### src/soc_macros.svh
`ifndef SOC_MACROS_SVH
`define SOC_MACROS_SVH

// Bus widths
`define SOC_ADDR_W 32
`define SOC_DATA_W 32

// Each RAM holds 2**RAM_ADDR_W words
`define RAM_ADDR_W 10
`define RAM_ALIGN  2

// Region codes in address bits 31..24
`define IRAM_REGION  8'h02
`define DRAM_REGION  8'h00
`define EXT_REGION_A 8'h0E
`define EXT_REGION_B 8'h0F

`endif

### src/soc_pkg.sv
`include "soc_macros.svh"

package soc_pkg;

    // ------------------------------------------------------------------
    // OBI
    // ------------------------------------------------------------------
    typedef struct packed {
        logic                     req;
        logic [`SOC_ADDR_W-1:0]   addr;
    } obi_fetch_req_t;

    typedef struct packed {
        logic                     req;
        logic [`SOC_ADDR_W-1:0]   addr;
        logic                     we;
        logic [`SOC_DATA_W/8-1:0] be;
        logic [`SOC_DATA_W-1:0]   wdata;
    } obi_req_t;

    typedef struct packed {
        logic                     gnt;
        logic                     rvalid;
        logic [`SOC_DATA_W-1:0]   rdata;
    } obi_rsp_t;

    // ------------------------------------------------------------------
    // Wishbone classic
    // ------------------------------------------------------------------
    typedef struct packed {
        logic [`SOC_ADDR_W-1:0]   adr;
        logic [`SOC_DATA_W-1:0]   dat;
        logic                     we;
        logic [`SOC_DATA_W/8-1:0] sel;
        logic                     stb;
        logic                     cyc;
    } wb_m2s_t;

    typedef struct packed {
        logic [`SOC_DATA_W-1:0]   dat;
        logic                     ack;
    } wb_s2m_t;

    // Target of the current bus address
    typedef enum logic [2:0] {
        REG_IRAM,
        REG_DRAM,
        REG_EXT,
        REG_NONE
    } region_e;

endpackage

### src/wb_ram_port.sv
`timescale 1ns/1ps
`include "soc_macros.svh"

module wb_ram_port (
    input  logic                   clk_i,
    input  logic                   rst_ni,
    input  soc_pkg::wb_m2s_t       host_wb_i,
    output soc_pkg::wb_s2m_t       host_wb_o,
    output logic [`RAM_ADDR_W-1:0] ram_addr_o,
    output logic [`SOC_DATA_W-1:0] ram_wdata_o,
    output logic                   iram_we_o,
    output logic                   dram_we_o,
    input  logic [`SOC_DATA_W-1:0] iram_rdata_i,
    input  logic [`SOC_DATA_W-1:0] dram_rdata_i
);

    logic [1:0] cnt_q;
    logic       start;
    logic       hit_iram;
    logic       hit_dram;

    assign hit_iram = host_wb_i.adr[`SOC_ADDR_W-1 -: 8] == `IRAM_REGION;
    assign hit_dram = host_wb_i.adr[`SOC_ADDR_W-1 -: 8] == `DRAM_REGION;
    assign start    = host_wb_i.cyc && host_wb_i.stb && (cnt_q == 2'd0);

    // 0 idle, 1 RAM read, 2 ack
    always_ff @(posedge clk_i or negedge rst_ni) begin
        if (!rst_ni) begin
            cnt_q <= 2'd0;
        end else begin
            case (cnt_q)
                2'd0:    cnt_q <= start ? 2'd1 : 2'd0;
                2'd1:    cnt_q <= 2'd2;
                default: cnt_q <= 2'd0;
            endcase
        end
    end

    // Writes go out in the first cycle only
    assign ram_addr_o  = host_wb_i.adr[`RAM_ADDR_W+`RAM_ALIGN-1:`RAM_ALIGN];
    assign ram_wdata_o = host_wb_i.dat;
    assign iram_we_o   = start && host_wb_i.we && hit_iram;
    assign dram_we_o   = start && host_wb_i.we && hit_dram;

    assign host_wb_o.ack = (cnt_q == 2'd2);
    assign host_wb_o.dat = hit_iram ? iram_rdata_i :
                           hit_dram ? dram_rdata_i : '0;

endmodule

### config.mk
export PLATFORM = sky130hd
export DESIGN_NAME = wb_ram_port
export DESIGN_NICKNAME = d
export VERILOG_FILES = /design/src/soc_pkg.sv /design/src/wb_ram_port.sv
export VERILOG_INCLUDE_DIRS = /design/src
export SDC_FILE = /design/constraint.sdc
export NUM_CORES = 1
export LEC_CHECK = 0
export BUFFER_PORTS_ARGS = -buffer_cell sky130_fd_sc_hd__buf_4
export CORE_AREA = 2 2 84 86
export DETAILED_ROUTE_END_ITERATION = 8
export DIE_AREA = 0 0 86 88
export GPL_TIMING_DRIVEN = 0
export MAX_ROUTING_LAYER = met4
export SYNTH_ARGS = -nofsm -noshare
export SYNTH_HDL_FRONTEND = slang
export SYNTH_SLANG_ARGS = --single-unit
### constraint.sdc
create_clock -name clk_i -period 1.5 [get_ports clk_i]
set_clock_uncertainty 0.15 [all_clocks]
set_input_delay 0.225 -clock clk_i [delete_from_list [all_inputs] [get_ports clk_i]]
set_output_delay 0.225 -clock clk_i [all_outputs]
set_load 0.01 [all_outputs]
* Word level (Yosys, flattened, before mapping)
Cells that the tools add are included.
** Storage, ports and cells
- Logic and storage cells :: 15
- Flip-flop bits (word level) :: 2
** Operators by class
- Muxes and demuxes :: 4
- Reduce and logical (&&, ||, !) cells :: 7
- Eq/ne operators :: 3
** Operators by type and width (number)
- 32-bit two-way mux :: 2
- 8-bit by 2-bit == test with 1-bit output, second input constant :: 1
- 8-bit logical NOT :: 1
- 1-bit logical AND :: 5
- 2-bit one-hot mux with 2 select lines :: 1
- 2-bit by 1-bit == test with 1-bit output, second input constant :: 1
- 2-bit == test, second input constant :: 1
- 2-bit logical NOT :: 1
- 1-bit two-way mux :: 1

* Longest topological paths before layout
- Depth in word-level cells :: 4
- Mapped depth :: 4
- Gate-level depth less buffers :: 2

* Worst setup path after synthesis
OpenSTA, ideal clock, no wires.
- Path type :: input to output
- Start point :: input port host_wb_i[68] (netlist name)
- End point :: output port dram_we_o
- Setup slack :: -0.212 ns
- Arrival :: 1.337 ns
- Stages on the path :: 3
- Cells stage by stage :: or4_4 buf_6 nor4_1
** Between the ends
- Cells in the longest elaborated chain, start to end :: 2
** Ends and longest elaborated chain
- from (decl) :: line wb_ram_port.sv:7 : input soc_pkg::wb_m2s_t host_wb_i,
- 8-bit logical NOT (no line)
- 1-bit logical AND :: line wb_ram_port.sv:43 : assign dram_we_o = start && host_wb_i.we && hit_dram;
- to (decl) :: line wb_ram_port.sv:12 : output logic dram_we_o,
Every way passes these cells.

==> impl_results.md <==
- Startpoint types: primary input
- Worst r2r path cells: 2
- Failing checks: setup timing
- Fin Hold WS: between 0.15 and 0.2 ns
- Buffers on Ports: roughly 150
- Pre-Repair DR Iteration Count: 4
- Top flop regs: cnt_q x2
- Hpwl dp: between 3 and 4 mm
- 1st-iter DRT viols: 11
- Outcome: complete, but fails checks
- Num CTS Buffers: 3
- Clk slew on worst S/H paths: approximately 0.030 ns
- Top cell type's share of synthesized area: between 20% and 30%
- Clk root buf: clkbuf_8
- Critical path required time: 1.12 ns
- Fin crit share: 120%
- # rows: 30
- Crit path capture type: output pin
- Peak supply drop: 0.232 mV
- GR met1 Demand/Resource: 11.7%
- DR vias/cell: around 4.1
- RePlAce Congestion: 0.713
- Placed Instances: 362
- Overall Global Routing Usage: 11.2%
- Layout cells sized above 1: 85.0%
- Grt met2 use: between 20% and 30%
- Pins Over Slew Limit: 0
- Die area: approximately 7600 um2
- Clk sinks: 2
- Fin crit period: ~1.8 ns
- CTS tree: done
- Die Y: slightly below 90 um
- Pre-CTS setup slack: -0.362 ns
- Worst Tran Pin Value: 0.291 ns
- Post-Syn Nets: about 270
- Biggest register: cnt_q
- Largest cells by area after synthesis: mux2i_1 28%, buf_4 28%, nor3_2 26%, dfrtp_1 4.4%, buf_6 3.9%
- Yosys warns: 0
- Max clock buf depth: 2
- Critical Path Fanout Max: 10
- Pin count of the biggest net entering global routing: 11
- Pwr per Cell Area: 299 nW/um2
- Max cap viols: 0
- Worst EP arrival: about 1.4 ns
- Most Used Layer, Global Route: met2
- N_diodes: 0
- Core area: 6640 um2
- Via count: about 1.5k
- Max Clk Rate: about 560 MHz
- Slew margin rel.: 80.1%
- Worst Hold Class: in2async
- Remaining global-route overflow: 0
- Synth Register Bits: 2
- Fin nets: roughly 430
- Crit path setup slack, layout: -0.301 ns
- Area delta synth->final: 150%
- R2R Setup Slk: 0.54 ns
- # DRC: 0
- FF-to-FF Start: cnt_q[1]
- Post-Layout Cell Count: between 300 and 400
- Met3 usage: 2.54%
- Top Ports: 214
- Initial antenna violation count: 0
- Max reg flops: 2
- Avg Cell Area, Syn: 8.82 um2
- Vias in the first global route: between 1k and 1.5k
- Mapped Area: about 1100 um2
- Crit Path Class: in2out
- Starting Density: 17.3%
- Yosys cell types: 17
- Post-synthesis sequential area ratio: about 4.4%
- Routed wire length: between 4 and 5 mm
- Worst-Skew Late Latency: roughly 0.21 ns
- Yosys top cell by area: mux2i_1
- DR WL/cell: 12.3 um
- Crit Reg-Reg Endpoint: cnt_q[0]
- Max H-tree Level: 1
- Fin. Hold Viols: 0
- LEAKAGE: about 0.0016 uW
- Syn Inst Count: between 100 and 150
- Post-route ant nets: 0
- First-pass GRT wire length: about 6.6 mm
- Total power: between 800 and 900 uW
- Final setup viols: 34
- Die width: 86 um
- RSZ-0062 raised after global routing: true
cell usage in the layout, fill, tap and decap left out:
cell type      synthesis  final
buf_6                  4     30
nand4bb_4              0      1
mux2i_1               32     32
buf_2                  6      4
clkbuf_8               0      3
nor2b_1                2      2
inv_1                  1      1
nor3_1                 2      2
buf_4                 42    167
buf_12                 0      5
dfrtp_1                2      2
dlygate4sd3_1          0      1
nor3_4                 0     30
or3_1                  1      1
or4_4                  1      1
nand2_1                1      1
nor4_4                 0      2
nand2b_1               1      1
clkbuf_16              0      1
synth_stat cells:
| library cell | n |
|---|---|
| buf_4 | 42 |
| mux2i_1 | 32 |
| nor3_2 | 30 |
| buf_2 | 6 |
| buf_6 | 4 |
| dfrtp_1 | 2 |
| nor2b_1 | 2 |
| nor3_1 | 2 |
| nor4_1 | 2 |
| buf_1 | 1 |
| clkbuf_1 | 1 |
| inv_1 | 1 |
| nand2_1 | 1 |
| nand2b_1 | 1 |
| nand4bb_1 | 1 |
| or3_1 | 1 |
| or4_4 | 1 |
area by class of cell:
cell class / count / area [um2]
Multi-Input combinational cell: 73 / 928
Fill cell: 653 / 3770
Clock buffer: 3 / 41.3
Inverter: 1 / 3.75
Tap cell: 80 / 100
Sequential cell: 2 / 50.0
Timing Repair Buffer: 154 / 1280
Buffer: 54 / 470
logic make-up after synthesis:
group | after synthesis | share of synthesized area [%]
buffers and inverters | 55 | 35.0
and+or+nand+nor | 41 | 32.6
muxes | 32 | 27.9
DFF | 2 | 4.37
worst max-delay path, cell delays in order:
cell    delay (ns)
buf_6         0.09
or4_4         0.53
buf_12        0.16
buf_12        0.16
nor3_4        0.13
buf_6         0.12
layer usage:
metal  share of wire (%)  vias up
met2                  55      113
met3                  13        2
met1                  32      661
met5                   0        -
met4                0.36        0
li1                    -      730
power by group:
part	internal (uW)	switching [uW]	leakage (uW)	total, uW
Sequential	57.8	3.01	0.0000266	60.8
Clock	170	46.5	0.0000216	217
Combinational	350	230	0.00153	580
Total	578	280	0.00158	857
stage by stage:
stage / util (%) / cell area (um2) / setup TNS (ns)
floorplan: - / 1380 / -2.79
global placement: 39.5 / 2620 / -10.94
detailed placement: 39.5 / 2620 / -11.07
CTS: 42.4 / 2820 / -9.84
global route: 43.2 / 2870 / -10.85
finish: 43.2 / 2870 / -9.62
repair_timing:
action                                  in CTS  in global routing
hold buffers                                 1                  0
endpoints found under the setup margin      34                 34
setup buffers                                1                  0
gates resized for setup                     28                 14
hold endpoints to repair                     2                  0
pin swaps                                    1                  0
how the worst max path moves through the flow:
stage / from / end / slack [ns] / depth (start not counted)
after global placement: host_wb_i[66] / host_wb_o[8] / -0.34 / 6
final: host_wb_i[68] / host_wb_o[8] / -0.30 / 6
after detailed placement: host_wb_i[66] / host_wb_o[8] / -0.36 / 6
after CTS: host_wb_i[68] / host_wb_o[16] / -0.31 / 6
after global routing: host_wb_i[68] / host_wb_o[1] / -0.34 / 6
after floorplan: host_wb_i[68] / host_wb_o[10] / -0.08 / 4
Power figures use the tool's default switching activity.
