$ cat src/soc_macros.svh
`ifndef SOC_MACROS_SVH
`define SOC_MACROS_SVH

// Bus widths
`define SOC_ADDR_W 32
`define SOC_DATA_W 32

// Each RAM holds 2**RAM_ADDR_W words
`define RAM_ADDR_W 10
`define RAM_ALIGN  2

// Region codes in address bits 31..24
`define IRAM_REGION  8'h02
`define DRAM_REGION  8'h00
`define EXT_REGION_A 8'h0E
`define EXT_REGION_B 8'h0F

`endif

$ cat src/soc_pkg.sv
`include "soc_macros.svh"

package soc_pkg;

    // ------------------------------------------------------------------
    // OBI
    // ------------------------------------------------------------------
    typedef struct packed {
        logic                     req;
        logic [`SOC_ADDR_W-1:0]   addr;
    } obi_fetch_req_t;

    typedef struct packed {
        logic                     req;
        logic [`SOC_ADDR_W-1:0]   addr;
        logic                     we;
        logic [`SOC_DATA_W/8-1:0] be;
        logic [`SOC_DATA_W-1:0]   wdata;
    } obi_req_t;

    typedef struct packed {
        logic                     gnt;
        logic                     rvalid;
        logic [`SOC_DATA_W-1:0]   rdata;
    } obi_rsp_t;

    // ------------------------------------------------------------------
    // Wishbone classic
    // ------------------------------------------------------------------
    typedef struct packed {
        logic [`SOC_ADDR_W-1:0]   adr;
        logic [`SOC_DATA_W-1:0]   dat;
        logic                     we;
        logic [`SOC_DATA_W/8-1:0] sel;
        logic                     stb;
        logic                     cyc;
    } wb_m2s_t;

    typedef struct packed {
        logic [`SOC_DATA_W-1:0]   dat;
        logic                     ack;
    } wb_s2m_t;

    // Target of the current bus address
    typedef enum logic [2:0] {
        REG_IRAM,
        REG_DRAM,
        REG_EXT,
        REG_NONE
    } region_e;

endpackage

$ cat src/obi_wb_bridge.sv
`timescale 1ns/1ps
`include "soc_macros.svh"

module obi_wb_bridge (
    input  logic              clk_i,
    input  logic              rst_ni,
    input  soc_pkg::obi_req_t ext_req_i,
    output soc_pkg::obi_rsp_t ext_rsp_o,
    output soc_pkg::wb_m2s_t  wb_o,
    input  soc_pkg::wb_s2m_t  wb_i
);

    typedef enum logic {IDLE, CYCLE} state_e;

    state_e                   state_q;
    logic                     cyc_q;
    logic                     stb_q;
    logic                     gnt_q;
    logic                     rvalid_q;
    logic                     start;
    logic                     done;
    logic [`SOC_ADDR_W-1:0]   adr_q;
    logic [`SOC_DATA_W-1:0]   dat_q;
    logic                     we_q;
    logic [`SOC_DATA_W/8-1:0] sel_q;
    logic [`SOC_DATA_W-1:0]   rdata_q;

    // No new cycle until the previous rvalid has gone out
    assign start = (state_q == IDLE) && ext_req_i.req && !gnt_q && !rvalid_q;
    assign done  = (state_q == CYCLE) && wb_i.ack;

    always_ff @(posedge clk_i or negedge rst_ni) begin
        if (!rst_ni) begin
            state_q  <= IDLE;
            cyc_q    <= 1'b0;
            stb_q    <= 1'b0;
            gnt_q    <= 1'b0;
            rvalid_q <= 1'b0;
        end else begin
            gnt_q    <= done;
            rvalid_q <= gnt_q;
            if (start) begin
                state_q <= CYCLE;
                cyc_q   <= 1'b1;
                stb_q   <= 1'b1;
            end else if (done) begin
                state_q <= IDLE;
                cyc_q   <= 1'b0;
                stb_q   <= 1'b0;
            end
        end
    end

    always_ff @(posedge clk_i) begin
        if (start) begin
            adr_q <= ext_req_i.addr;
            dat_q <= ext_req_i.wdata;
            we_q  <= ext_req_i.we;
            sel_q <= ext_req_i.be;
        end
        if (done) begin
            rdata_q <= wb_i.dat;
        end
    end

    assign wb_o.adr = adr_q;
    assign wb_o.dat = dat_q;
    assign wb_o.we  = we_q;
    assign wb_o.sel = sel_q;
    assign wb_o.stb = stb_q;
    assign wb_o.cyc = cyc_q;

    assign ext_rsp_o.gnt    = gnt_q;
    assign ext_rsp_o.rvalid = rvalid_q;
    assign ext_rsp_o.rdata  = rdata_q;

    assert property (@(posedge clk_i) disable iff (!rst_ni)
        wb_o.stb |-> wb_o.cyc)
        else $error("stb high without cyc");

endmodule

$ cat config.mk
export PLATFORM = sky130hd
export DESIGN_NAME = obi_wb_bridge
export DESIGN_NICKNAME = d
export VERILOG_FILES = /design/src/soc_pkg.sv /design/src/obi_wb_bridge.sv
export VERILOG_INCLUDE_DIRS = /design/src
export SDC_FILE = /design/constraint.sdc
export NUM_CORES = 1
export LEC_CHECK = 0
export ABC_AREA = 1
export BUFFER_PORTS_ARGS = -buffer_cell sky130_fd_sc_hd__buf_2
export CORE_UTILIZATION = 44
export CTS_CLUSTER_SIZE = 14
export DETAILED_ROUTE_END_ITERATION = 6
export GPL_TIMING_DRIVEN = 0
export PLACE_DENSITY_LB_ADDON = 0.05
export SLEW_MARGIN = 20
export SYNTH_ARGS = -nofsm -noshare
export SYNTH_HDL_FRONTEND = slang
export SYNTH_SLANG_ARGS = --single-unit
$ cat constraint.sdc
create_clock -name clk_i -period 7.4 [get_ports clk_i]
set_input_delay 0.74 -clock clk_i [delete_from_list [all_inputs] [get_ports clk_i]]
set_output_delay 0.74 -clock clk_i [all_outputs]
set_load 0.02 [all_outputs]
# [Yosys cells after proc, flatten, opt, wreduce, memory -nomap -nowiden]
# Index checks and enable logic that the tools add are counted.
[op_classes] muxes=2 bitwise=1 n_reduce_logical=7
[ops] cell="$logic_and A1 B1 Y1" count=4
[ops] cell="$logic_not A1 Y1" count=2
[ops] cell="$mux W1" count=2
[ops] cell="$reduce_bool A2 Y1" count=1
[ops] cell="$not A1 Y1" count=1
[totals] ff_bits=104 input_bits=105 output_inout_bits=105 word_cells=18

# [Logic depth before layout (Yosys ltp)]
[depth] ltp_word=5 mapped_depth=4 mapped_depth_nobuf=4

# [Worst setup path before layout]
# No wires, ideal clock.
[synth_timing] kind="in2reg" start="input ext_req_i[69] (netlist bit)" end="register adr_q[0] (enable)" setup_ns=0.423 arrival_ns=2.239 required_time_ns=6.977 slack_ns=4.738 path_stages=4 path_cell_list="inv_1 nor2_2 nand2_1 inv_1"
[synth_via] elab_chain_cells=3
[synth_lines] item="start, declared" line_no="obi_wb_bridge.sv:7" source="input soc_pkg::obi_req_t ext_req_i,"
[synth_lines] item="$logic_and A1 B1 Y1 (3 in a row)" line_no="obi_wb_bridge.sv:29" source="assign start = (state_q == IDLE) && ext_req_i.req && !gnt_q && !rvalid_q;"
[synth_lines] item="net start" line_no="obi_wb_bridge.sv:20" source="logic start;"
[synth_lines] item="end signal, assigned" line_no="obi_wb_bridge.sv:56" source="adr_q <= ext_req_i.addr;"
[synth_lines] item="end, declared" line_no="obi_wb_bridge.sv:22" source="logic [`SOC_ADDR_W-1:0] adr_q;"
# The timed path passes the listed nets, and every way through them passes these cells.
# A chain may end at the register's enable or synchronous reset.

# [Worst setup path in the final report]
[layout_timing] start="register stb_q" end="output wb_o[1] (netlist bit)"
[layout_rtl] item="start, declared" line_no="obi_wb_bridge.sv:17" source="logic stb_q;"
[layout_rtl] item="start signal, assigned" line_no="obi_wb_bridge.sv:36" source="stb_q <= 1'b0;"
[layout_rtl] item="start signal, assigned" line_no="obi_wb_bridge.sv:45" source="stb_q <= 1'b1;"
[layout_rtl] item="start signal, assigned" line_no="obi_wb_bridge.sv:49" source="stb_q <= 1'b0;"
[layout_rtl] item="end, declared" line_no="obi_wb_bridge.sv:9" source="output soc_pkg::wb_m2s_t wb_o,"
# No word-level cell between the ends.

==> qor.txt <==
Synth Register Bits: 104
synth warn: 0
max_slew headroom: 57.9%
max-slew violation count: 0
Final HPWL DP: 4700 um
data arrival time of the worst path: 1.05 ns
Fin Setup TNS: 0 ns
Worst Hold Class: input pin to async pin
Synth Net Count: 224
largest fanout on the critical path: 5
worst slew pin tran: 0.630 ns
Crit Path Class: flip-flop to primary output
DRC viols: 0
clk sinks: 104
R2R setup slack: 6.00 ns
Port Buf Inserts: 209
Avg Synthesized Cell Area: 26.8 um2
drt wl/cell: 14.3 um
Hold Buf Count CTS: 0
worst path required time: 6.66 ns
post-route minimum period: 1.79 ns
CP max-delay cell: dfrtp_1
post-synthesis cell area: 3190 um2
nets@finish: 445
WHS: 0.177 ns
Total Power: 1.40 mW
worst-case clock buffer depth: 2
dpl ws: 5.26 ns
Unique masters post-synth: 7
ANT nets after route: 0
worst-path cell chain: buf_4 -> buf_2
htree depth: 3
GRT Util Overall: 16.0%
vias in the first global route: 1737
Pwr Density: 303 nW/um2
VDD IR max: 0.000149 V
Final Hold Viols: 0
final setup fails: 0
Largest stage delay, worst path: 0.42 ns
largest net degree at the start of global routing: 65
maxcap violations: 0
initial antenna violation count: 0
routability cong.: 0.706
CTS tree: yes
drt initial violations: 48
CTS buffer count: 9
total gr overflow: 0
fillers: 555
Achievable Freq: 560 MHz
share of layout cells above drive strength 1: 67.4%
Setup crit start kind: flip-flop
Die Ht: 87.1 um
clk_skew: 0.00934 ns
fin util: 66.8%
Seq/Total Area, Yosys: 97.6%
# resized after CTS: 0
CTS Root Cell: clkbuf_8
Syn Inst Count: 119
antenna cells: 0
Core Area: 6910 um2
die area: 7580 um2
Worst-path clk slew: 0.09 ns
DIE WIDTH: 87.1 um
status: complete, no violations
first-pass GRT wire length: 8450 um
RSZ-0062 raised after global routing: no
First-pass DRT Iterations: 4
Initial Util: 46.1%
detailed-route via count: 1920
crit end category: primary output
Rows: 30
Leak: 1.99 nW
setup bufs post-CTS: 0
Final Cycle Share: 24.1%
via/cell ratio: 4.36
final worst slack: 5.61 ns
Syn-to-layout area delta: 44.9%
final WL: 6280 um
Worst-Skew Late Latency: 0.34 ns
I/O pin cnt: 210
-- logic make-up (layout without fill, tap and decap cells) --
group / count (synthesis) / in the layout / share of synthesized area (%)
flops: 104 / 104 / 97.6
buf+inv: 9 / 234 / 1.65
simple gates: 6 / 6 / 0.785
-- registers in the layout, summed over array words and instances (netlist names) --
| register | count |
|---|---|
| dat_q | 32 |
| we_q | 1 |
| rdata_q | 32 |
| gnt_q | 1 |
| adr_q | 32 |
| sel_q | 4 |
| rvalid_q | 1 |
| stb_q | 1 |
-- Yosys cell counts --
library cell	number	area [um2]
inv_1	4	15.0
nor2_1	1	3.75
buf_4	5	37.5
dfrtp_1	3	75.1
edfxtp_1	101	3030
nand2_1	4	15.0
nor2_2	1	6.26
-- layout by cell type (no fill, tap or decap), drive strengths merged --
cell / netlist / final
bufinv: 0 / 3
clkinv: 0 / 1
nand2: 4 / 4
edfxtp: 101 / 101
clkinvlp: 0 / 2
inv: 4 / 4
dfrtp: 3 / 3
buf: 5 / 215
nor2: 2 / 2
clkbuf: 0 / 9
-- path summary, 6_finish.rpt --
check	to	cells past startpoint	startpoint
setup / recovery	wb_o[1]	2	stb_q
max in group asynchronous	rvalid_q	1	rst_ni
hold reg to reg	rvalid_q	0	gnt_q
setup reg to reg	adr_q[4]	4	stb_q
min in group clk_i	rvalid_q	0	gnt_q
hold / removal	gnt_q	1	rst_ni
-- through the flow --
step / cell area (um2) / cells
5_1_grt: 4610 / 440
6_report: 4610 / 440
3_3_place_gp: 4350 / 424
2_1_floorplan: 3190 / 119
3_5_place_dp: 4380 / 425
4_1_cts: 4610 / 440
-- worst max-delay path: cells and delay by family, from the launching register on --
| family | cells | cell delay [ns] |
|---|---|---|
| buffers and inverters | 2 | 0.29 |
| DFF | 1 | 0.42 |
-- routing by layer --
metal	routed length [um]	share of wire [%]	track usage, %
met1	2080	33	15.8
met2	3220	51	26.8
met5	0	0	0
met3	815	13	7.30
met4	171	2.7	11.4
-- power breakdown --
part / switching [mW] / internal [mW]
clock: 0.176 / 0.222
sequential: 0.0162 / 0.739
combinational: 0.165 / 0.0786
total: 0.358 / 1.04
-- final cells by class --
cell class | instances | area, um2 | area share, %
inverters | 4 | 17.5 | 0.380
flip-flops and latches | 104 | 3110 | 67.4
well taps | 96 | 120 | 2.60
clock inverters | 6 | 109 | 2.36
repair buffers | 210 | 1070 | 23.3
clock buffers | 9 | 124 | 2.68
plain buffers | 5 | 37.5 | 0.813
multi-input cells | 6 | 25.0 | 0.542
(Power assumes the default switching activity.)
