### src/soc_macros.svh
`ifndef SOC_MACROS_SVH
`define SOC_MACROS_SVH

// Bus widths
`define SOC_ADDR_W 32
`define SOC_DATA_W 32

// Each RAM holds 2**RAM_ADDR_W words
`define RAM_ADDR_W 10
`define RAM_ALIGN  2

// Region codes in address bits 31..24
`define IRAM_REGION  8'h02
`define DRAM_REGION  8'h00
`define EXT_REGION_A 8'h0E
`define EXT_REGION_B 8'h0F

`endif

### src/soc_pkg.sv
`include "soc_macros.svh"

package soc_pkg;

    // ------------------------------------------------------------------
    // OBI
    // ------------------------------------------------------------------
    typedef struct packed {
        logic                     req;
        logic [`SOC_ADDR_W-1:0]   addr;
    } obi_fetch_req_t;

    typedef struct packed {
        logic                     req;
        logic [`SOC_ADDR_W-1:0]   addr;
        logic                     we;
        logic [`SOC_DATA_W/8-1:0] be;
        logic [`SOC_DATA_W-1:0]   wdata;
    } obi_req_t;

    typedef struct packed {
        logic                     gnt;
        logic                     rvalid;
        logic [`SOC_DATA_W-1:0]   rdata;
    } obi_rsp_t;

    // ------------------------------------------------------------------
    // Wishbone classic
    // ------------------------------------------------------------------
    typedef struct packed {
        logic [`SOC_ADDR_W-1:0]   adr;
        logic [`SOC_DATA_W-1:0]   dat;
        logic                     we;
        logic [`SOC_DATA_W/8-1:0] sel;
        logic                     stb;
        logic                     cyc;
    } wb_m2s_t;

    typedef struct packed {
        logic [`SOC_DATA_W-1:0]   dat;
        logic                     ack;
    } wb_s2m_t;

    // Target of the current bus address
    typedef enum logic [2:0] {
        REG_IRAM,
        REG_DRAM,
        REG_EXT,
        REG_NONE
    } region_e;

endpackage

### src/obi_arbiter.sv
`timescale 1ns/1ps

module obi_arbiter (
    input  logic                    clk_i,
    input  logic                    rst_ni,
    input  soc_pkg::obi_fetch_req_t fetch_req_i,
    output soc_pkg::obi_rsp_t       fetch_rsp_o,
    input  soc_pkg::obi_req_t       data_req_i,
    output soc_pkg::obi_rsp_t       data_rsp_o,
    output soc_pkg::obi_req_t       bus_req_o,
    input  soc_pkg::obi_rsp_t       bus_rsp_i
);

    logic busy_q;
    logic owner_data_q;
    logic sel_data;

    // Data port wins when idle, owner frozen while busy
    assign sel_data = busy_q ? owner_data_q : data_req_i.req;

    always_ff @(posedge clk_i or negedge rst_ni) begin
        if (!rst_ni) begin
            busy_q       <= 1'b0;
            owner_data_q <= 1'b0;
        end else if (!busy_q) begin
            busy_q       <= data_req_i.req || fetch_req_i.req;
            owner_data_q <= data_req_i.req;
        end else if (bus_rsp_i.rvalid) begin
            busy_q <= 1'b0;
        end
    end

    // Fetch becomes a full word read
    always_comb begin
        if (sel_data) begin
            bus_req_o = data_req_i;
        end else begin
            bus_req_o.req   = fetch_req_i.req;
            bus_req_o.addr  = fetch_req_i.addr;
            bus_req_o.we    = 1'b0;
            bus_req_o.be    = '1;
            bus_req_o.wdata = '0;
        end
    end

    // Responses go back to the owner only
    always_comb begin
        fetch_rsp_o.gnt    = bus_rsp_i.gnt && !sel_data;
        fetch_rsp_o.rvalid = bus_rsp_i.rvalid && !sel_data;
        fetch_rsp_o.rdata  = sel_data ? '0 : bus_rsp_i.rdata;
        data_rsp_o.gnt     = bus_rsp_i.gnt && sel_data;
        data_rsp_o.rvalid  = bus_rsp_i.rvalid && sel_data;
        data_rsp_o.rdata   = sel_data ? bus_rsp_i.rdata : '0;
    end

    assert property (@(posedge clk_i) disable iff (!rst_ni)
        !(fetch_rsp_o.gnt && data_rsp_o.gnt))
        else $error("fetch and data granted in the same cycle");

endmodule

### config.mk
export PLATFORM = sky130hd
export DESIGN_NAME = obi_arbiter
export DESIGN_NICKNAME = d
export VERILOG_FILES = /design/src/soc_pkg.sv /design/src/obi_arbiter.sv
export VERILOG_INCLUDE_DIRS = /design/src
export SDC_FILE = /design/constraint.sdc
export NUM_CORES = 1
export LEC_CHECK = 0
export BUFFER_PORTS_ARGS = -buffer_cell sky130_fd_sc_hd__buf_2
export CAP_MARGIN = 25
export CORE_AREA = 2 2 106 108
export DETAILED_ROUTE_END_ITERATION = 8
export DIE_AREA = 0 0 108 110
export HOLD_SLACK_MARGIN = 0.06
export PLACE_DENSITY = 0.57
export SLEW_MARGIN = 40
export SYNTH_ARGS = -nofsm -noshare
export SYNTH_HDL_FRONTEND = slang
export SYNTH_SLANG_ARGS = --single-unit
### constraint.sdc
create_clock -name clk_i -period 1.7 [get_ports clk_i]
set_clock_uncertainty 0.05 [all_clocks]
set_input_delay 0.255 -clock clk_i [delete_from_list [all_inputs] [get_ports clk_i]]
set_output_delay 0.255 -clock clk_i [all_outputs]
set_load 0.005 [all_outputs]
=== Word-level counts from Yosys, hierarchy flattened ===
Cells that the tools add are included.

* Reductions and logical operators: 6
* Multiplexer cells: 6

{| class="wikitable"
|+ Operators with widths
! operator !! number
|-
| 2-to-1 mux 70 bit || 1
|-
| 2-to-1 mux 32 bit || 2
|-
| logical AND 1 bit || 4
|-
| 2-to-1 mux 1 bit || 3
|-
| zero test 1 bit || 1
|-
| logical OR 1 bit || 1
|}

* Bits of input ports: 139
* Output and inout port bits: 138
* Register bits after elaboration: 2

=== Logic depth before layout (Yosys ltp) ===
Gate-level depths: netlist of run 1.

* Depth after elaboration: 3
* Mapped depth: 4
* Depth with buffers taken out: 3

=== Worst setup path before layout of run 1 ===
No wires, ideal clock.

* Path kind: flip-flop to output port
* From: register busy_q
* To: output port bus_req_o[54] (netlist bit)
* Data required time: 1.395 ns
* Buffers on the path: 2
* Slack: 0.088 ns
* Cell stages (with the launch flop): 5
* Arrival time: 1.307 ns
* Path through: dfrtp_1 > mux2i_1 > buf_2 > buf_6 > mux2_1

{| class="wikitable"
|+ RTL lines
! what !! line !! source
|-
| start, declared || obi_arbiter.sv:14 || <nowiki>logic busy_q;</nowiki>
|-
| start signal, assigned || obi_arbiter.sv:26 || <nowiki>busy_q <= data_req_i.req || fetch_req_i.req;</nowiki>
|-
| end, declared || obi_arbiter.sv:10 || <nowiki>output soc_pkg::obi_req_t bus_req_o,</nowiki>
|}

==> results of run 1 <==
-- cell type report --
type	instances	area [um2]
inverter	2	7.51
timing repair buffer	299	1850
tap	140	175
fill	1134	7390
clock buffer	3	41.3
sequential	2	50.0
multi-input combinational	143	1180
-- worst min-delay path by stage --
| stage | start | endpoint | slack, ps | cells after the start |
|---|---|---|---|---|
| 2_1_floorplan | rst_ni | busy_q | -90 | 0 |
| 3_3_place_gp | rst_ni | busy_q | -8 | 1 |
| 3_5_place_dp | rst_ni | owner_data_q | -7 | 1 |
| 4_1_cts | bus_rsp_i[32] | busy_q | 210 | 2 |
| 5_1_grt | bus_rsp_i[32] | busy_q | 230 | 2 |
| 6_report | bus_rsp_i[32] | busy_q | 220 | 2 |
-- registers in the layout, indices dropped and copies added (netlist names) --
name,flops
busy_q,1
owner_data_q,1
-- cells by family after synthesis --
kind of cell	share of synthesized area, %
buffers and inverters	7.54
muxes	31.0
AOI/OAI and AO/OA	1.36
DFF	4.19
and+or+nand+nor	55.9
-- layout by cell type, fill, tap and decap left out, drive strengths merged --
cell type	instances
buf	296
and2	34
mux2	32
dfrtp	2
or2	4
mux2i	1
a31oi	1
dlygate4sd3	1
nor3	1
nand2b	1
inv	2
nor2b	67
a21oi	2
clkbuf	5
-- stage by stage --
| step | hold slack (ps) | util [%] | total power, W | TNS (ps) |
|---|---|---|---|---|
| after CTS | 209 | 29.7 | 0.00186 | -27090 |
| after floorplan | -90.6 | - | 0.000661 | 0 |
| final | 219 | 30.9 | 0.00196 | -22670 |
| after global placement | -8.40 | 25.9 | 0.00130 | 0 |
| after detailed placement | -7.21 | 25.9 | 0.00132 | -1500 |
| after global routing | 229 | 30.9 | 0.00211 | -31540 |
-- worst max-delay path: cells and delay by family (launching register included) --
| family | cells | cell delay (ps) |
|---|---|---|
| muxes | 2 | 600 |
| buffers and inverters | 3 | 450 |
| DFF | 1 | 400 |
-- per-layer routing --
| layer | vias to the layer above | GRT usage (%) |
|---|---|---|
| met3 | 10 | 1.82 |
| li1 | 1084 | - |
| met1 | 984 | 9.20 |
| met5 | - | 0 |
| met4 | 0 | 1.83 |
| met2 | 148 | 19.5 |
-- timing repair --
item,4_1_cts,5_1_grt
endpoints found under the setup margin,129,137
resized for setup,40,34
hold endpoints to repair,2,0
setup buffers,7,5
cloned,5,3
hold buffers,1,0
pin swaps,7,0
-- power by group --
part,total [W],internal (W),leakage [nW],switching (W)
clock network,0.000182,0.000149,0.0216,0.0000328
logic,0.00171,0.00105,1.87,0.000662
registers,0.0000641,0.0000553,0.0226,0.00000873
total,0.00196,0.00125,1.92,0.000704
==> impl_metrics.yaml, run 1 <==
status:
  status: "complete, but fails checks"
  violations: "negative setup slack"
critical_path:
  r2r_setup_slack_ps: 420
  cp-end-kind: "output port"
  r2r_cells: 5
  r2r-start: "busy_q"
  cp.arrival_ps: 1660
  path_common_cell: "buf_6"
  cpPeakStageDelay_ps: 400
  setup.worst_path.start_class: "flip-flop"
  startpoint: "busy_q"
  r2r_end: "owner_data_q"
  crit_path_end: "bus_req_o[61]"
  worstPathMaxFanout: 5
  crit_type: "reg2out"
  critPathRequiredTime_ps: 1390
  critPathSlowestCell: "dfrtp_1"
  path_cells: "mux2i_4 -> buf_6 -> clkbuf_16 -> mux2_4 -> buf_6"
floorplan:
  io_pins: 277
  rows: 38
  core-area_um2: 10700
  die-area_um2: 11900
  start_util_pct: 11.2
  die_w_um: 108
  die_height_um: 110
routing:
  ant_nets: 0
  first_pass_iters: 4
  drt_iter0_drc: 79
  highest-signal-layer: "met4"
  drt-vias-per-instance: 3.78
  via_count: 2226
  routedWlPerCell_um: 12.1
  wl_met3_um: 684
  dr_wl_met2_um: 3930
  met1_length_um: 2430
  routed_wl_um: 7110
  drc: 0
synthesis:
  avgSynthCellArea_um2: 7.38
  yosysMostFrequentCell: "nor2b_1"
  async_flop_share_pct: 100
  synthFlopType: "dfrtp_1"
  yosys_warnings: 0
  synthTopCellsByArea: "nor2b_1, and2_1, mux2_2"
  syn_inst: 162
  netlist_area_um2: 1190
  synth_area_leader_cell: "nor2b_1"
  synth-edff-count: 0
  synth_nets: 301
  ys_ff_latch: 2
  synth-seq-area-share_pct: 4.19
  synth_cell_type_count: 15
  synth_common_cells: "nor2b_1, and2_1, mux2_2, mux2_1, buf_2"
  yosysTopAreaCellShare_pct: 35.1
sta:
  hold_violations: 0
  setup_viol: 129
  relSlewSlack_pct: 86.1
  period_share_pct: 116
  finalCriticalPeriod_ps: 1970
  max_freq_mhz: 508
  fin_ws_ps: -269
  finalMaxSlewViolations: 0
  tightest_slew_ps: 204
  rsz0062_at_grt: "true"
placed_design:
  dp_hpwl_um: 5550
  routabilityCongestion: 0.720
  dpl_worst_slack_ps: -49.7
  placed_area_um2: 2770
  io_buffers: 276
  place_inst: 570
clock_network:
  htree_levels: 1
  clock_latency_ps: 210
  cts_sinks: 2
  cts_tree: "done"
  max-clock-path-buffers: 2
  path_clk_slew_ps: 30
  cts_buffers: 3
  cts-root-buf: "clkbuf_8"
worst_hold_path:
  timing.hold.worst.class: "in2reg"
global_routing:
  track_usage_pct: 9.23
  grt_pass1_wl_um: 8700
  antenna_found_initial: 0
  overflow: 0
  grt_pass1_vias: 1953
  grt_max_degree: 46
layout:
  nNetsFinal: 590
  fin_cells: 589
  num_antenna_cells: 0
  final_layout_size_suffix_gt1_share_pct: 78.0
  final_area_um2: 3310
  syn_to_final_growth_pct: 177
pwr:
  p_leak_nw: 1.92
  powerDensity_nw_per_um2: 591
  ir_worst_vdd_v: 0.000190
job:
  maxCapViolations: 0
Note: power is estimated with default switching activity, not from simulation.
==> run 2, diff against run 1 <==
--- a/config.mk
+++ b/config.mk
@@ -8,11 +8,11 @@
 export LEC_CHECK = 0
 export BUFFER_PORTS_ARGS = -buffer_cell sky130_fd_sc_hd__buf_2
 export CAP_MARGIN = 25
-export CORE_AREA = 2 2 106 108
+export CORE_AREA = 8 8 101 103
 export DETAILED_ROUTE_END_ITERATION = 8
-export DIE_AREA = 0 0 108 110
+export DIE_AREA = 0 0 109 111
 export HOLD_SLACK_MARGIN = 0.06
-export PLACE_DENSITY = 0.57
+export PLACE_DENSITY = 0.65
 export SLEW_MARGIN = 40
 export SYNTH_ARGS = -nofsm -noshare
 export SYNTH_HDL_FRONTEND = slang
==> run 2 against run 1 <==
Clock power barely moved; count of clock-buffer cells in the layout did not move; the flow still finishes with violations (negative setup slack); non-clock buffer count rose by 1; final cell count fell by 5.3%; critical path type unchanged; combinational power rose by 14%; die area rose by 1.8%; global-route usage rose by 3.2 points; first-iteration DRC count rose by 8.9%; utilization rose by 9.5 points; sequential share of layout area fell by 0.065 points; largest power group unchanged; highest routed layer unchanged.
==> impl_metrics.yaml, run 2 (synthesized netlist as in run 1, its figures left out) <==
status:
  status: "complete, but fails checks"
  violations: "negative setup slack"
routing:
  ant_nets: 0
  drc: 0
  routed_wl_um: 9620
  drt_iter0_drc: 86
  first_pass_iters: 4
  via_count: 2298
  routedWlPerCell_um: 17.2
  drt-vias-per-instance: 4.12
layout:
  num_antenna_cells: 0
  layout_common_cells: "buf_2, nor2b_1, buf_6"
  final_common_cell: "buf_2"
  final_layout_size_suffix_gt1_share_pct: 77.1
  syn_to_final_growth_pct: 189
  fin_cells: 558
  reg.largest.list: "busy_q (1), owner_data_q (1)"
  nNetsFinal: 591
  final_core_util_pct: 40.4
sta:
  finalMaxSlewViolations: 0
  fin_ws_ps: -276
  finalCriticalPeriod_ps: 1980
  period_share_pct: 116
  rsz0062_at_grt: "true"
  hold_violations: 0
  relSlewSlack_pct: 87.6
  setup_viol: 130
  tightest_slew_ps: 182
  max_freq_mhz: 506
placed_design:
  dp_hpwl_um: 7310
  place_inst: 538
  routabilityCongestion: 0.838
  io_buffers: 276
  dpl_worst_slack_ps: -77.6
critical_path:
  critPathSlowestCell: "dfrtp_1"
  cp-end-kind: "output port"
  critPathRequiredTime_ps: 1390
  cpPeakStageDelay_ps: 390
  cpLargestDelayFamily: "multiplexers"
  cp.arrival_ps: 1670
  path_cells: "mux2i_4 -> buf_12 -> clkbuf_16 -> mux2_4 -> buf_6"
  crit_type: "reg2out"
  setup.worst_path.start_class: "flip-flop"
  cp_num_buf_inv: 3
  worstPathMaxFanout: 8
global_routing:
  track_usage_pct: 12.4
  grt_pass1_wl_um: 12100
  antenna_found_initial: 0
  overflow: 0
  grt_max_degree: 29
  grt_pass1_vias: 2419
clock_network:
  cts_sinks: 2
  clock_latency_ps: 210
  cts_tree: "done"
  htree_levels: 1
  cts_buffers: 3
  path_clk_slew_ps: 30
  max-clock-path-buffers: 2
  cts-root-buf: "clkbuf_8"
floorplan:
  io_pins: 277
  die_w_um: 109
  rows: 34
  start_util_pct: 14.0
  core-area_um2: 8550
  die-area_um2: 12100
  die_height_um: 111
worst_hold_path:
  timing.hold.worst.class: "in2reg"
pwr:
  power_frac_seq_pct: 2.9
  p_sw_w: 0.000795
  ir_worst_vdd_v: 0.000292
  switching_share_pct: 36.2
  power.internal_w: 0.00140
  clockPowerShare_pct: 8.3
  p_leak_nw: 2.03
  power.share.combinational_pct: 88.8
  powerDensity_nw_per_um2: 636
job:
  maxCapViolations: 0
run 2: power groups by stage:
stage | clock network, W | registers (W) | logic [W]
after global placement | 0 | 0.0000639 | 0.00126
after global routing | 0.000194 | 0.0000647 | 0.00209
after floorplan | 0 | 0.0000610 | 0.000600
after CTS | 0.000190 | 0.0000642 | 0.00154
after detailed placement | 0 | 0.0000646 | 0.00129
final | 0.000182 | 0.0000641 | 0.00195
run 2: worst paths after layout:
kind | slack [ps] | start | endpoint | depth (start not counted)
setup / recovery | -280 | busy_q | bus_req_o[39] | 5
hold / removal | 220 | bus_rsp_i[32] | busy_q | 2
setup reg to reg | 490 | busy_q | owner_data_q | 4
hold reg to reg | 620 | busy_q | busy_q | 2
max in group asynchronous | 1180 | rst_ni | owner_data_q | 2
min in group asynchronous | 320 | rst_ni | busy_q | 2
run 2: metal layers:
| metal | vias to the layer above | global-route usage [%] | wire length (um) |
|---|---|---|---|
| met5 | - | 0 | 0 |
| met4 | 0 | 1.92 | 120 |
| met3 | 10 | 5.52 | 1300 |
| met2 | 158 | 24.7 | 5110 |
| met1 | 1038 | 10.9 | 3100 |
| li1 | 1092 | - | - |
run 2: layout make-up:
type | count | area [um2]
clock buffer | 3 | 41.3
fill | 884 | 5090
inverter | 2 | 7.51
multi-input combinational | 143 | 1210
sequential | 2 | 50.0
tap | 108 | 135
timing repair buffer | 300 | 2020
run 2: stage by stage:
| stage | hold WS [ps] | power, W | instance area [um2] | TNS, ps |
|---|---|---|---|---|
| floorplan | -90.6 | 0.000661 | 1190 | 0 |
| global placement | -9.46 | 0.00133 | 2730 | -549 |
| detailed placement | -2.86 | 0.00135 | 2730 | -1760 |
| CTS | 224 | 0.00179 | 3000 | -24880 |
| global route | 227 | 0.00235 | 3460 | -31930 |
| finish | 224 | 0.00220 | 3460 | -23630 |
run 2: timing repair:
| item | CTS | global route |
|---|---|---|
| setup buffers | 6 | 1 |
| hold buffers | 1 | 0 |
| gates cloned | 4 | 6 |
| resized for setup | 13 | 70 |
| setup endpoints to repair | 127 | 137 |
| hold endpoints to repair | 2 | 0 |
